$ cat config.mk
export PLATFORM = sky130hd
export DESIGN_NAME = pq_top
export DESIGN_NICKNAME = d
export VERILOG_FILES = /design/src/pq_pkg.sv /design/src/pq_top.sv /design/src/pq_value_reg.sv /design/src/pq_store.sv /design/src/pq_index_counter.sv /design/src/pq_control_fsm.sv
export VERILOG_INCLUDE_DIRS = /design/src /design/src/src
export SDC_FILE = /design/constraint.sdc
export NUM_CORES = 1
export LEC_CHECK = 0
export BUFFER_PORTS_ARGS = -buffer_cell sky130_fd_sc_hd__buf_2
export CORE_AREA = 2 2 202 204
export CTS_CLUSTER_SIZE = 12
export DETAILED_ROUTE_END_ITERATION = 12
export DIE_AREA = 0 0 204 206
export PLACE_DENSITY = 0.88
export SYNTH_ARGS = -nofsm -noshare
export SYNTH_HDL_FRONTEND = slang
export SYNTH_SLANG_ARGS = --single-unit
$ cat constraint.sdc
create_clock -name clk -period 7.1 [get_ports clk]
set_input_delay 0.71 -clock clk [delete_from_list [all_inputs] [get_ports clk]]
set_output_delay 0.71 -clock clk [all_outputs]
set_load 0.005 [all_outputs]
$ cat src/pq_defines.svh
`ifndef PQ_DEFINES_SVH
`define PQ_DEFINES_SVH

//////////////////////////////////////////////////////////////////////
// Entry layout
//////////////////////////////////////////////////////////////////////

// Priority key, compared by the enqueue walk
`define PQ_KEY_W 16

// Payload carried along with the key
`define PQ_TAG_W 16

// One stored word, key in the upper half
`define PQ_ENTRY_W (`PQ_KEY_W + `PQ_TAG_W)

//////////////////////////////////////////////////////////////////////
// Store geometry
//////////////////////////////////////////////////////////////////////

`define PQ_DEPTH 16 // Slots in the store
`define PQ_ADDR_W 4 // Slot index width

// Occupancy needs one extra bit to reach PQ_DEPTH
`define PQ_CNT_W (`PQ_ADDR_W + 1)

`endif
$ cat src/pq_pkg.sv
`include "pq_defines.svh"

package pq_pkg;

  // Value register load source, driven by the control FSM
  typedef enum logic [2:0]
  {
    VR_HOLD    = 3'd0, // Keep current entry
    VR_LOAD_IN = 3'd1, // Enqueue input
    VR_SWAP    = 3'd2, // Entry displaced by the walk
    VR_SHIFT   = 3'd3, // Entry moving down one slot
    VR_OUT     = 3'd4  // Head entry to dequeue output
  } vr_mode_t;

  // Key/tag view used by the comparator
  typedef struct packed
  {
    logic [`PQ_KEY_W-1:0] key;
    logic [`PQ_TAG_W-1:0] tag;
  } pq_kv_t;

  // Queue entry, seen as fields or as the raw word in the store
  typedef union packed
  {
    pq_kv_t                 kv;
    logic [`PQ_ENTRY_W-1:0] raw;
  } pq_entry_u;

endpackage

$ cat src/pq_top.sv
`timescale 1ns/1ps

`include "pq_defines.svh"

module pq_top import pq_pkg::*;
(
  input  logic                  clk,
  input  logic                  rst,
  input  logic                  enq,
  input  logic [`PQ_ENTRY_W-1:0] enq_data,
  input  logic                  deq,
  output logic [`PQ_ENTRY_W-1:0] deq_data,
  output logic                  deq_valid,
  output logic                  busy,
  output logic                  full,
  output logic                  empty,
  output logic [`PQ_CNT_W-1:0]   count
);

  // FSM controls
  logic     we;
  logic     wr_sel;
  logic     idx_clr;
  logic     idx_inc;
  logic     idx_peek;
  logic     cnt_inc;
  logic     cnt_dec;
  vr_mode_t mode;

  // Counter flags and datapath
  logic                   at_end;
  logic                   at_last;
  logic                   less;
  logic [`PQ_ADDR_W-1:0]  idx;
  logic [`PQ_ENTRY_W-1:0] rd_data;
  logic [`PQ_ENTRY_W-1:0] held;

  pq_control_fsm u_fsm
  (
    .clk       (clk),
    .rst       (rst),
    .enq       (enq),
    .deq       (deq),
    .full      (full),
    .empty     (empty),
    .at_end    (at_end),
    .at_last   (at_last),
    .less      (less),
    .busy      (busy),
    .we        (we),
    .wr_sel    (wr_sel),
    .idx_clr   (idx_clr),
    .idx_inc   (idx_inc),
    .idx_peek  (idx_peek),
    .cnt_inc   (cnt_inc),
    .cnt_dec   (cnt_dec),
    .deq_valid (deq_valid),
    .mode      (mode)
  );

  pq_index_counter u_cnt
  (
    .clk      (clk),
    .rst      (rst),
    .idx_clr  (idx_clr),
    .idx_inc  (idx_inc),
    .idx_peek (idx_peek),
    .cnt_inc  (cnt_inc),
    .cnt_dec  (cnt_dec),
    .idx      (idx),
    .count    (count),
    .full     (full),
    .empty    (empty),
    .at_end   (at_end),
    .at_last  (at_last)
  );

  pq_store u_store
  (
    .clk     (clk),
    .addr    (idx),
    .we      (we),
    .wr_data (held),
    .rd_data (rd_data)
  );

  pq_value_reg u_vreg
  (
    .clk      (clk),
    .rst      (rst),
    .mode     (mode),
    .wr_sel   (wr_sel),
    .enq_data (enq_data),
    .rd_data  (rd_data),
    .held     (held),
    .less     (less),
    .deq_data (deq_data)
  );

endmodule

$ cat src/pq_value_reg.sv
`timescale 1ns/1ps

`include "pq_defines.svh"

module pq_value_reg import pq_pkg::*;
(
  input  logic                  clk,
  input  logic                  rst,
  input  vr_mode_t              mode,
  input  logic                  wr_sel,
  input  logic [`PQ_ENTRY_W-1:0] enq_data,
  input  logic [`PQ_ENTRY_W-1:0] rd_data,
  output logic [`PQ_ENTRY_W-1:0] held,
  output logic                  less,
  output logic [`PQ_ENTRY_W-1:0] deq_data
);

  pq_entry_u held_q; // Entry carried by the walk
  pq_entry_u rd_u;
  pq_entry_u out_q;  // Last dequeued entry

  assign rd_u = rd_data;

  //////////////////////////////////////////////////////////////////////
  // Held entry
  //////////////////////////////////////////////////////////////////////

  always_ff @(posedge clk)
  begin
    case (mode)
      VR_LOAD_IN: held_q <= enq_data;
      VR_SWAP:    held_q <= rd_u;
      VR_SHIFT:   held_q <= rd_u;
      default:    held_q <= held_q;
    endcase
  end

  // Key compare only, tag is ignored
  assign less = (held_q.kv.key < rd_u.kv.key);

  // Store write data
  assign held = wr_sel ? rd_data : held_q.raw;

  //////////////////////////////////////////////////////////////////////
  // Dequeue output latch
  //////////////////////////////////////////////////////////////////////

  always_ff @(posedge clk)
  begin
    if (rst)
      out_q.raw <= '0;
    else if (mode == VR_OUT)
      out_q <= rd_u; // Head slot read the cycle before
  end

  assign deq_data = out_q.raw;

endmodule

$ cat src/pq_store.sv
`timescale 1ns/1ps

`include "pq_defines.svh"

module pq_store
(
  input  logic                  clk,
  input  logic [`PQ_ADDR_W-1:0]  addr,
  input  logic                  we,
  input  logic [`PQ_ENTRY_W-1:0] wr_data,
  output logic [`PQ_ENTRY_W-1:0] rd_data
);

  //////////////////////////////////////////////////////////////////////
  // Single-port array, block RAM style
  //////////////////////////////////////////////////////////////////////

  logic [`PQ_ENTRY_W-1:0] mem [`PQ_DEPTH];

  // Read returns the old word on a write to the same slot
  always_ff @(posedge clk)
  begin
    if (we)
      mem[addr] <= wr_data;
    rd_data <= mem[addr];
  end

endmodule

$ cat src/pq_index_counter.sv
`timescale 1ns/1ps

`include "pq_defines.svh"

module pq_index_counter
(
  input  logic                 clk,
  input  logic                 rst,
  input  logic                 idx_clr,
  input  logic                 idx_inc,
  input  logic                 idx_peek,
  input  logic                 cnt_inc,
  input  logic                 cnt_dec,
  output logic [`PQ_ADDR_W-1:0] idx,
  output logic [`PQ_CNT_W-1:0]  count,
  output logic                 full,
  output logic                 empty,
  output logic                 at_end,
  output logic                 at_last
);

  logic [`PQ_ADDR_W-1:0] idx_q; // Walk position
  logic [`PQ_CNT_W-1:0]  idx_ext;

  always_ff @(posedge clk)
  begin
    if (rst)
    begin
      idx_q <= '0;
      count <= '0;
    end
    else
    begin
      if (idx_clr)
        idx_q <= '0;
      else if (idx_inc)
        idx_q <= idx_q + 1'b1;

      if (cnt_inc)
        count <= count + 1'b1;
      else if (cnt_dec)
        count <= count - 1'b1;
    end
  end

  // Store address, one ahead during a dequeue read
  assign idx = idx_q + {{(`PQ_ADDR_W-1){1'b0}}, idx_peek};

  assign idx_ext = {1'b0, idx_q};

  assign full    = (count == `PQ_CNT_W'(`PQ_DEPTH));
  assign empty   = (count == '0);
  assign at_end  = (idx_ext == count);
  assign at_last = (idx_ext + 1'b1 == count); // Last occupied slot

endmodule

$ cat src/pq_control_fsm.sv
`timescale 1ns/1ps

module pq_control_fsm import pq_pkg::*;
(
  input  logic     clk,
  input  logic     rst,
  input  logic     enq,
  input  logic     deq,
  input  logic     full,
  input  logic     empty,
  input  logic     at_end,
  input  logic     at_last,
  input  logic     less,
  output logic     busy,
  output logic     we,
  output logic     wr_sel,
  output logic     idx_clr,
  output logic     idx_inc,
  output logic     idx_peek,
  output logic     cnt_inc,
  output logic     cnt_dec,
  output logic     deq_valid,
  output vr_mode_t mode
);

  typedef enum logic [3:0]
  {
    IDLE          = 4'd0,
    ENQ_LOAD      = 4'd1,
    ENQ_READ      = 4'd2,
    ENQ_COMPARE   = 4'd3,
    ENQ_PLACE     = 4'd4,
    DEQ_READ      = 4'd5,
    DEQ_LATCH     = 4'd6,
    DEQ_READ_NEXT = 4'd7,
    DEQ_SHIFT     = 4'd8,
    FINISH        = 4'd9
  } state_t;

  state_t state;
  state_t next;
  logic   carrying; // Walk has swapped once, every later slot shifts up

  //////////////////////////////////////////////////////////////////////
  // State and flag registers
  //////////////////////////////////////////////////////////////////////

  always_ff @(posedge clk)
  begin
    if (rst)
    begin
      state     <= IDLE;
      carrying  <= 1'b0;
      deq_valid <= 1'b0;
    end
    else
    begin
      state     <= next;
      deq_valid <= (state == DEQ_LATCH); // deq_data is captured at this same edge
      if (state == IDLE)
        carrying <= 1'b0;
      else if (state == ENQ_COMPARE && less)
        carrying <= 1'b1;
    end
  end

  assign busy = (state != IDLE);

  //////////////////////////////////////////////////////////////////////
  // Next state and per-state controls
  //////////////////////////////////////////////////////////////////////

  always_comb
  begin
    next     = state;
    we       = 1'b0;
    wr_sel   = 1'b0;
    idx_clr  = 1'b0;
    idx_inc  = 1'b0;
    idx_peek = 1'b0;
    cnt_inc  = 1'b0;
    cnt_dec  = 1'b0;
    mode     = VR_HOLD;

    case (state)
      IDLE:
      begin
        // deq has priority, enq is ignored whenever deq is raised
        if (deq)
        begin
          if (!empty)
          begin
            idx_clr = 1'b1;
            next    = DEQ_READ;
          end
        end
        else if (enq && !full)
        begin
          idx_clr = 1'b1;
          mode    = VR_LOAD_IN;
          next    = ENQ_LOAD;
        end
      end

      ENQ_LOAD:
      begin
        if (at_end) // Empty queue, new entry goes straight to slot 0
        begin
          we      = 1'b1;
          cnt_inc = 1'b1;
          next    = FINISH;
        end
        else
          next = ENQ_COMPARE; // Slot 0 read is in flight
      end

      ENQ_READ: next = ENQ_COMPARE;

      ENQ_COMPARE:
      begin
        // Equal keys only swap once a shift has started, keeping arrival order
        if (less || carrying)
        begin
          we   = 1'b1;
          mode = VR_SWAP;
        end
        idx_inc = 1'b1;
        next    = at_last ? ENQ_PLACE : ENQ_READ;
      end

      ENQ_PLACE:
      begin
        we      = 1'b1; // First free slot
        cnt_inc = 1'b1;
        next    = FINISH;
      end

      DEQ_READ: next = DEQ_LATCH;

      DEQ_LATCH:
      begin
        mode    = VR_OUT;
        cnt_dec = 1'b1; // Early, so at_last marks the final shift below
        next    = at_last ? FINISH : DEQ_READ_NEXT;
      end

      DEQ_READ_NEXT:
      begin
        idx_peek = 1'b1; // Read the slot above idx
        next     = DEQ_SHIFT;
      end

      DEQ_SHIFT:
      begin
        we      = 1'b1;
        wr_sel  = 1'b1;
        mode    = VR_SHIFT;
        idx_inc = 1'b1;
        next    = at_last ? FINISH : DEQ_READ_NEXT;
      end

      FINISH: next = IDLE;

      default: next = IDLE;
    endcase
  end

endmodule

Word level (Yosys, flattened, before mapping) --
Memories as Yosys holds them, arrays and structs flattened. A register that Yosys moved wholly into a read port is not among the register bits. Cells that the tools add are included.
Storage, ports and cells: register bits 79, memory bits (writable) 512, input bits 36, memories 1
Memories:
- u_store.mem | depth 16, width 32, read ports 1, clocked after memory_dff 1, wr ports 1, RTL line pq_store.sv:18 | logic [`PQ_ENTRY_W-1:0] mem [`PQ_DEPTH];
Cells by class: add/subtract/negate cells 5, $lt $le $gt $ge 1, eq/ne operators 17, muxes and demuxes 29, reductions and logical operators 16
Operators by type and width (count):
- one-hot mux 32 bit (2 select lines) | 1
- 2-to-1 mux 32 bit | 1
- one-hot mux 4 bit (8 select lines) | 1
- 2-to-1 mux 4 bit | 5
- equality test 4 x 3 -> 1 bit, second input constant | 4
- < comparator 16 bit | 1
- 2-to-1 mux 1 bit | 13
- one-hot mux 3 bit (4 select lines) | 1
- OR reduction 2 bit | 6
- 2-to-1 mux 5 bit | 2
- equality test 4 x 2 -> 1 bit, second input constant | 2
- equality test 3 x 2 -> 1 bit, second input constant | 2
- 2-to-1 mux 3 bit | 2
- inequality test 3 bit, second input constant | 2
- adder 4 x 1 -> 5 bit, second input constant | 1
- adder 5 x 1 -> 5 bit, second input constant | 1
- equality test 4 x 5 -> 1 bit | 1
- equality test 5 bit | 1
- equality test 5 bit, second input constant | 1
- logical NOT 5 bit | 1
- subtractor 5 x 1 -> 5 bit, second input constant | 1
- adder 4 x 1 -> 4 bit | 1
- adder 4 x 1 -> 4 bit, second input constant | 1
- equality test 4 x 1 -> 1 bit, second input constant | 1
- other kinds (13) | 15

Logic depth before layout (Yosys ltp) --
Gate-level depths: netlist (run 1).
depth after elaboration 9, depth in mapped cells 12, mapped depth without buffers 9

Cells and area by module --
A second synthesis (run 1) with hierarchy kept.
Second synthesis, totals: cells, all modules 1299, area total of the unflattened synthesis 24217.0 µm²
By module, submodules not included:
- pq_store | times used 1, cells each 840, area each 19862.8 µm², sequential area each 16015.4 µm²
- pq_value_reg | times used 1, cells each 315, area each 3174.3 µm², sequential area each 1601.5 µm²
- pq_index_counter | times used 1, cells each 81, area each 710.7 µm², sequential area each 180.2 µm²
- pq_control_fsm | times used 1, cells each 63, area each 469.2 µm², sequential area each 120.1 µm²

Worst setup path after synthesis (run 1) --
OpenSTA, ideal clock, no wires.
kind register -> register, from register u_fsm.state[3], to memory u_store.mem[11][0] in the netlist's numbering (enable), setup time 470 ps, arrival time 4490 ps, data required time 6630 ps, slack 2140 ps, cell stages (with the launch flop) 10, buffers on the path 1, path through dfxtp_1 > and3b_1 > nand2_1 > inv_1 > ha_1 > ha_1 > xnor2_1 > clkbuf_1 > nand3_1 > a211oi_1
On the way: cells in the longest elaborated chain, start to end 5
RTL lines:
- from (decl) | RTL line pq_control_fsm.sv:40 | state_t state;
- from (signal assigned) | RTL line pq_control_fsm.sv:58 | state <= next;
- equality test 4 x 3 -> 1 bit / equality test 4 bit (equally long branches) | RTL line pq_control_fsm.sv:85 | case (state)
- OR reduction 2 bit (no source line)
- one-hot mux 1 bit (3 select lines) | RTL line pq_control_fsm.sv:85
- 2-to-1 mux 1 bit | RTL line pq_store.sv:23 | if (we)
- 2-to-1 mux 1 bit (not written as such) | RTL line pq_store.sv:24 | mem[addr] <= wr_data;
- to (decl) | RTL line pq_store.sv:18
Several ways; a longest one is shown, not always the timed one.

Final worst setup path (run 1) --
from register u_fsm.state[3], to memory u_store.mem[7][17] in the netlist's numbering (enable)
The elaborated chain is that of the path after synthesis.

==> run summary, run 1 <==
The flow ran to the end, and the final reports show no timing, DRC or antenna violations. After legalization and detailed placement, the total HPWL measured between 30 and 40 mm. The async set-or-reset flop fraction in the synthesized netlist is 0%. The sum of negative setup slack came out at 0 ps. The minimum period implied by the final worst setup slack is ~4900 ps. The count of max-cap constraint violations came out at 0. The worst register-to-register path has a setup slack of 2220 ps. The die covers 42000 um2. The via total after detailed routing is 12944. The total cell area at the placement stage is around 26000 um2.

The instance count after placement with tap cells included came out at 1771. The clock-pin slew on the worst setup and hold paths came out at ~60 ps. The commonest non-fill, non-tap cell in the layout is edfxtp_1.

The number of DRC markers after the initial detailed-route iteration came out at 1574. Across every metal layer, demand over resource in global routing totals 28.4%. In this run the core area contains between 70 and 80 standard-cell rows. In this run the clock root is driven by a clkbuf_16. After clock tree synthesis, the flow added hold-fix buffers numbering 0. The number of buffers on the longest clock path is 3. The endpoint identified for the worst register-to-register timing path is u_store.mem[7][17]. The via count of the first global-routing pass is 13215.

The startpoint identified for the worst hold timing path is enq_data[6]. Wires add up to about 60 mm. The routed length per placed instance is 31.3 um.

The clock sink total is 623. The net total in the final layout came out at approximately 1400. The total number of yosys warnings came out at 0. The largest net degree at the start of global routing came out at 71. The combinational power share is 22.5%. When the netlist entered floorplanning its net count stood at 1252.

For hold timing, the worst endpoint is u_vreg.held_q[6]. Across all hold checks on the routed design, the worst slack comes to 415 ps. Once the clock tree was built, the resizer swapped 0 gates to a different size. Setup repair after global routing left no endpoint under its margin. The overall die width is about 200 um. The final hold violation count came to 0.

The number of antenna violations at the first check in global routing came out at 1. The remaining antenna violation count is 0. The number of buffers created by CTS is 59. TritonCTS built the clock tree. The commonest register cell after synthesis is edfxtp_1.

The wire length of the first global-routing pass is 85.7 mm. On the critical path, the stage with the largest delay is an instance of buf_4. In the post-synthesis netlist, the biggest area contributors are edfxtp_1 (67%), mux4_2 (15%), dfxtp_1 (6.5%). The synthesized design contains ~540 enable-type register cells. Per report_power, the sequential group accounts for 49.1% of the total.

Summed over all instances, the cell type with the most area after synthesis is edfxtp_1. The layout overhead on the synthesized area came out at 12.4%. Counting flops and latches in the post-synthesis netlist gives 623. The critical path goes through and3b_1 -> nand2_1 -> inv_1 -> ha_4 -> ha_4 -> buf_4 -> nand3_1 -> a211oi_4 -> buf_4. The normalized max-slew margin came out at between 20% and 30%. The number of cells in the finished layout apart from fillers came out at approximately 1900. Broken down by cell family, the worst path's largest delay share belongs to buffers and inverters. The worst setup path is launched from a register. The number of different library cells used by synthesis comes to 51.

The clock network power share is 28.4%. The switching fraction of total power is between 20% and 30%. The number of post-CTS setup repair buffers came out at 0.

At the pin with the least slew margin, the transition time is 1190 ps. In this run the cell area of the synthesized design comes to approximately 24000 um2. The sum of overflow across all layers after global routing came out at 0. The largest driver fanout on the critical path is 70. The post-synthesis cell count came out at around 1200.

The max-slew violation count came to 0. Dividing total power by cell area gives a power density of 377 nW/um2. The clock skew after layout is 30.5 ps. The mean instance size in the synthesized netlist came out at 20.4 um2. The count of final setup violators is 0.

The launching point of the worst reg2reg path is u_fsm.state[3]. IR analysis of the VDD net gives a maximum drop of slightly above 200 uV. After detailed routing, the number of remaining DRC violations is 0. Summing all non-filler instances in the final layout gives an area of 27300 um2.

The switching power came out at 2.97 mW. The setup slack of the critical path after layout came out at 2220 ps. Leaving out fill and tap cells, the most frequent cells in the layout are edfxtp_1 (544), mux4_2 (160), dfxtp_1 (79). The area share of the largest cell type after synthesis came out at 67.2%. The core area came out at 40200 um2. The H-tree was split into 2 levels. The number of buffers and inverters on the critical path is 3. The worst setup path is of the register to register kind. The total internal power came out at 7.34 mW. Measured along the y axis, the die boundary spans 206 um.

The utilization after layout is 68.1%. Summed over all cells, the static leakage comes to a little under 9 nW. For the worst setup path, the data arrival time is 5090 ps. The cell depth of the worst hold path is 2. The achievable clock frequency came out at 205 MHz.

The part of the Yosys area used for sequential elements is approximately 74%. 77 I/O pins were placed. The worst setup path is captured at a register. The depth of the worst register-to-register path came out at 9.

The part of the cycle the worst path needs came out at between 60% and 70%. The proportion of layout cells with a drive suffix above 1 came out at approximately a third. The first-pass detailed-route iteration total is 7. For this run, the slowest stage of the critical path takes approximately 930 ps. Using the TritonRoute via totals, the vias-per-cell ratio works out to 6.87. The total design power came out at 10.3 mW.

Data on the critical path is required at its endpoint by 7310 ps. The congestion estimate from routability-driven global placement came to roughly 0.79. Input and output buffers added on the ports amount to 76. The source-to-sink clock delay at the later pin of the worst-skew pair is 610 ps. The effective utilization at floorplan came out at 60.5%.

The path class of the lowest-slack min-delay path is primary input to register. The post-place setup slack is 2400 ps.
worst max-delay path by stage:
stage	start	end	slack [ps]	depth (start not counted)
final	u_fsm.state[3]	u_store.mem[7][17]	2220	9
after detailed placement	u_fsm.state[3]	u_store.mem[7][12]	2400	9
after floorplan	u_fsm.state[3]	u_store.mem[11][0]	2140	9
after global placement	u_fsm.state[3]	u_store.mem[7][12]	2570	9
after CTS	u_fsm.state[3]	u_store.mem[7][17]	2350	9
after global routing	u_fsm.state[3]	u_store.mem[7][16]	2080	9
power by group through the flow:
| stage | sequential [mW] | clock, mW | combinational, mW |
|---|---|---|---|
| floorplan | 5.00 | 0 | 1.59 |
| global placement | 5.06 | 0 | 2.12 |
| detailed placement | 5.10 | 0 | 2.24 |
| CTS | 5.05 | 2.94 | 2.31 |
| global route | 5.08 | 3.07 | 2.46 |
| finish | 5.06 | 2.93 | 2.32 |
registers in the layout, indices dropped and copies added (netlist names):
| register | flops |
|---|---|
| u_store.rd_data | 32 |
| u_store.mem | 512 |
| u_cnt.idx_q | 4 |
| u_fsm.deq_valid | 1 |
| u_cnt.count | 5 |
| u_fsm.carrying | 1 |
| u_fsm.state | 4 |
| u_vreg.held_q | 32 |
| u_vreg.deq_data | 32 |
final cells by class:
class | instances | area, um2
tap | 532 | 666
sequential | 623 | 17900
inverter | 19 | 71.3
multi-input combinational | 487 | 6300
clock inverter | 2 | 8.76
timing repair buffer | 111 | 651
antenna | 2 | 5.00
fill | 2339 | 12800
clock buffer | 108 | 1720
routing by layer:
metal | part of all wire (%) | GRT usage (%)
met5 | 0 | 0
met4 | 3.8 | 12.5
met3 | 9.1 | 4.45
met2 | 51 | 48.1
met1 | 36 | 36.9
cell families after synthesis:
logic type / share of synthesized area (%)
buffers and inverters: 1.62
and+or+nand+nor: 2.40
muxes: 18.0
adders and majority gates: 1.16
AOI/OAI and AO/OA: 2.46
DFF: 73.7
xor gates and xnor gates: 0.648
synthesized netlist by cell type (all sizes together) (2+ instances only):
master,number
a2111oi,8
a211oi,9
a21o,3
a21oi,47
a31oi,3
buf,36
clkbuf,29
dfxtp,79
edfxtp,544
ha,21
inv,19
mux2,65
mux2i,5
mux4,160
nand2,76
nand2b,4
nand3,7
nand4,3
nor2,20
nor3,2
nor3b,3
nor4b,2
o211ai,2
o21a,2
o21ai,10
or3,2
xnor2,10
xor2,8
Note: power is estimated with default switching activity, not from simulation.
==> run 2: changes to the inputs <==
--- a/config.mk
+++ b/config.mk
@@ -7,11 +7,11 @@
 export NUM_CORES = 1
 export LEC_CHECK = 0
 export BUFFER_PORTS_ARGS = -buffer_cell sky130_fd_sc_hd__buf_2
-export CORE_AREA = 2 2 202 204
+export CORE_AREA = 2 2 212 214
 export CTS_CLUSTER_SIZE = 12
 export DETAILED_ROUTE_END_ITERATION = 12
-export DIE_AREA = 0 0 204 206
-export PLACE_DENSITY = 0.88
+export DIE_AREA = 0 0 214 216
+export PLACE_DENSITY = 0.84
 export SYNTH_ARGS = -nofsm -noshare
 export SYNTH_HDL_FRONTEND = slang
 export SYNTH_SLANG_ARGS = --single-unit
==> constraint.sdc (replaced) <==
create_clock -name clk -period 4.36 [get_ports clk]
set_input_delay 0.436 -clock clk [delete_from_list [all_inputs] [get_ports clk]]
set_output_delay 0.436 -clock clk [all_outputs]
set_load 0.005 [all_outputs]
==> run 2 against run 1 <==
Net effect: critical path depth grew 1; utilization shrank 5.0 points; count of clock-buffer cells in the layout shrank 5; critical path type unchanged.
==> run summary, run 2 (synthesis gave the netlist of run 1 again) <==
The path class of the lowest-slack min-delay path is primary input to register. In the layout the commonest cells are edfxtp_1 (544), mux4_2 (160), dfxtp_1 (79). The max-slew violation count came to 0.

Leaving out fill and tap cells, the most frequent cell in the layout is edfxtp_1. The number of post-CTS setup repair buffers is 0. The number of buffers created by CTS is 60.

The number of antenna violations at the first check in global routing is 0. Static timing analysis puts the maximum clock frequency at 255 MHz. The instance count after placement with tap cells included came out at 1844. The number of buffers on the longest clock path is 3.

The power density relative to cell area is 608 nW/um2. The source-to-sink clock delay at the later pin of the worst-skew pair came out at 620 ps. The number of gates resized after CTS came out at 0. The count of max-cap constraint violations came out at 0. The layout overhead on the synthesized area is 13.6%. The die outline area is 46200 um2. The flip-flop count of the largest register after layout is 512. The clock period could shrink to between 3000 and 4000 ps. The placed wire-length estimate after detailed placement came out at around 30 mm. After detailed routing, the number of remaining DRC violations is 0.

In the final design database the tool counted 1372 nets. During I/O placement, the number of pins put on the boundary was 77. The count of buffers inserted at the top-level ports came out at 76.

The total detailed-routing wirelength is 56.9 mm. In the global route stage, overall resource usage came out at 25.0%. At the pin with the least slew margin, the transition time is 1150 ps. The clock-pin slew on the worst setup and hold paths came out at 60 ps. The number of inserted filler cells in the final layout came out at roughly 2800. The remaining antenna violation count is 0.

The clock skew after layout came out at 18.0 ps. The cell leakage power is 8.82 nW. The number of placement rows came out at 77.

TritonCTS built the clock tree. The total cell area at the placement stage came out at 25800 um2. In this run the tightest slew margin relative to its limit is 23.1%. The final weighted congestion in routability-driven placement is 0.773. The via count normalized by instance count came out at 6.42. The via count of the first global-routing pass is approximately 13000. In the finished design, the share of the clock period the worst path needs comes to 90.0%. The proportion of layout cells with a drive suffix above 1 is 32.7%. Of all nets on the critical path, the largest fanout is 17. The total met3 wirelength after detailed routing is about 4.5 mm. The largest net degree at the start of global routing is 57. In the detailed route, the total length drawn on met2 is between 20 and 30 mm. After clock tree synthesis, the flow added hold-fix buffers numbering 0. Setup repair after global routing left no endpoint under its margin. Setup violations remaining at the end of the flow were counted as 0. The effective utilization at floorplan came out at 55.5%.

The worst setup path is captured at a register. The overall die width came out at 214 um. For this run the aggregate overflow at the end of global routing stands at 0. The depth of the CTS H-tree came out at 2. At the worst endpoint, the required time is 4640 ps. The total area inside the core boundary comes to around 44000 um2.

The highest routed metal layer is met4. For this block, the via count after detailed routing is 12566. The worst setup path is launched from a register. For this run, the detailed router's first-pass iteration total came to 5. The post-route standard cell area excluding fillers is 27600 um2.

The repair_antennas step left the layout with diodes totalling 0. The clock root buffer master is clkbuf_16. The final hold violation count is 0. Ranked by flip-flop count, first place goes to u_store.mem. The startpoint-to-endpoint class of the critical path is register to register.

The detailed-route wire length on metal 1 came out at 21.2 mm. The sum of negative setup slack came out at 0 ps. The number of DRC markers after the initial detailed-route iteration came out at ~1400. IR analysis of the VDD net gives a maximum drop of roughly 350 uV. The routed length per placed instance came out at 29.1 um. The wire length of the first global-routing pass is 84.7 mm. The run finished with clean final reports. The die is 216 um tall. The utilization after layout came out at between 60% and 70%. The clock sink total is 623. The number of cells in the finished layout apart from fillers came out at 1957.

The critical path data arrival time is 4210 ps.
## run 2: cell types whose count changed in the layout (fill, tap and decap cells not counted), sizes merged
cell	before	now
inv	19	21
clkinv	2	6
buf	111	123
bufinv	0	2
clkbuf	108	103
diode	2	0
## run 2: path summary, 6_finish.rpt
kind	endpoint	slack [ps]	from	cells after the start
worst max-delay path	u_store.mem[13][10]	440	u_fsm.state[3]	10
worst min-delay path	u_vreg.held_q[5]	120	enq_data[5]	2
worst max register to register	u_store.mem[13][10]	440	u_fsm.state[3]	10
worst min register to register	u_vreg.deq_data[17]	450	u_vreg.deq_data[17]	2
## run 2: where the power goes
| part | total [mW] | switching, mW | internal [mW] |
|---|---|---|---|
| clock network | 4.89 | 2.14 | 2.75 |
| logic | 3.69 | 2.19 | 1.49 |
| registers | 8.22 | 0.402 | 7.82 |
## run 2: critical path, stage by stage (launching register included)
cell and delay [ps]:
dfxtp_1 620, and3b_1 280, nand2_1 130, inv_1 90, ha_4 170, ha_4 170
xnor2_2 300, nor2_1 210, nand2_1 200, a211oi_4 930, buf_4 450
## run 2: layout make-up
cell class	instances	area [um2]	share of cell area [%]
multi-input combinational	487	6300	22.8
timing repair buffer	123	771	2.79
clock inverter	10	129	0.467
clock buffer	103	1690	6.13
sequential	623	17900	64.9
tap	592	741	2.68
inverter	19	71.3	0.258
## run 2: metal layers
layer	vias up	GRT usage, %
met5	-	0
met4	0	9.37
met1	6570	32.0
li1	5095	-
met2	755	42.9
met3	146	4.82
## run 2: through the flow
stage	total power [mW]	setup WS, ps	hold WS, ps
after floorplan	10.7	-600	439
after global placement	11.7	730	438
after detailed placement	11.9	614	445
after CTS	16.9	498	80.2
after global routing	17.4	354	93.6
final	16.8	436	118
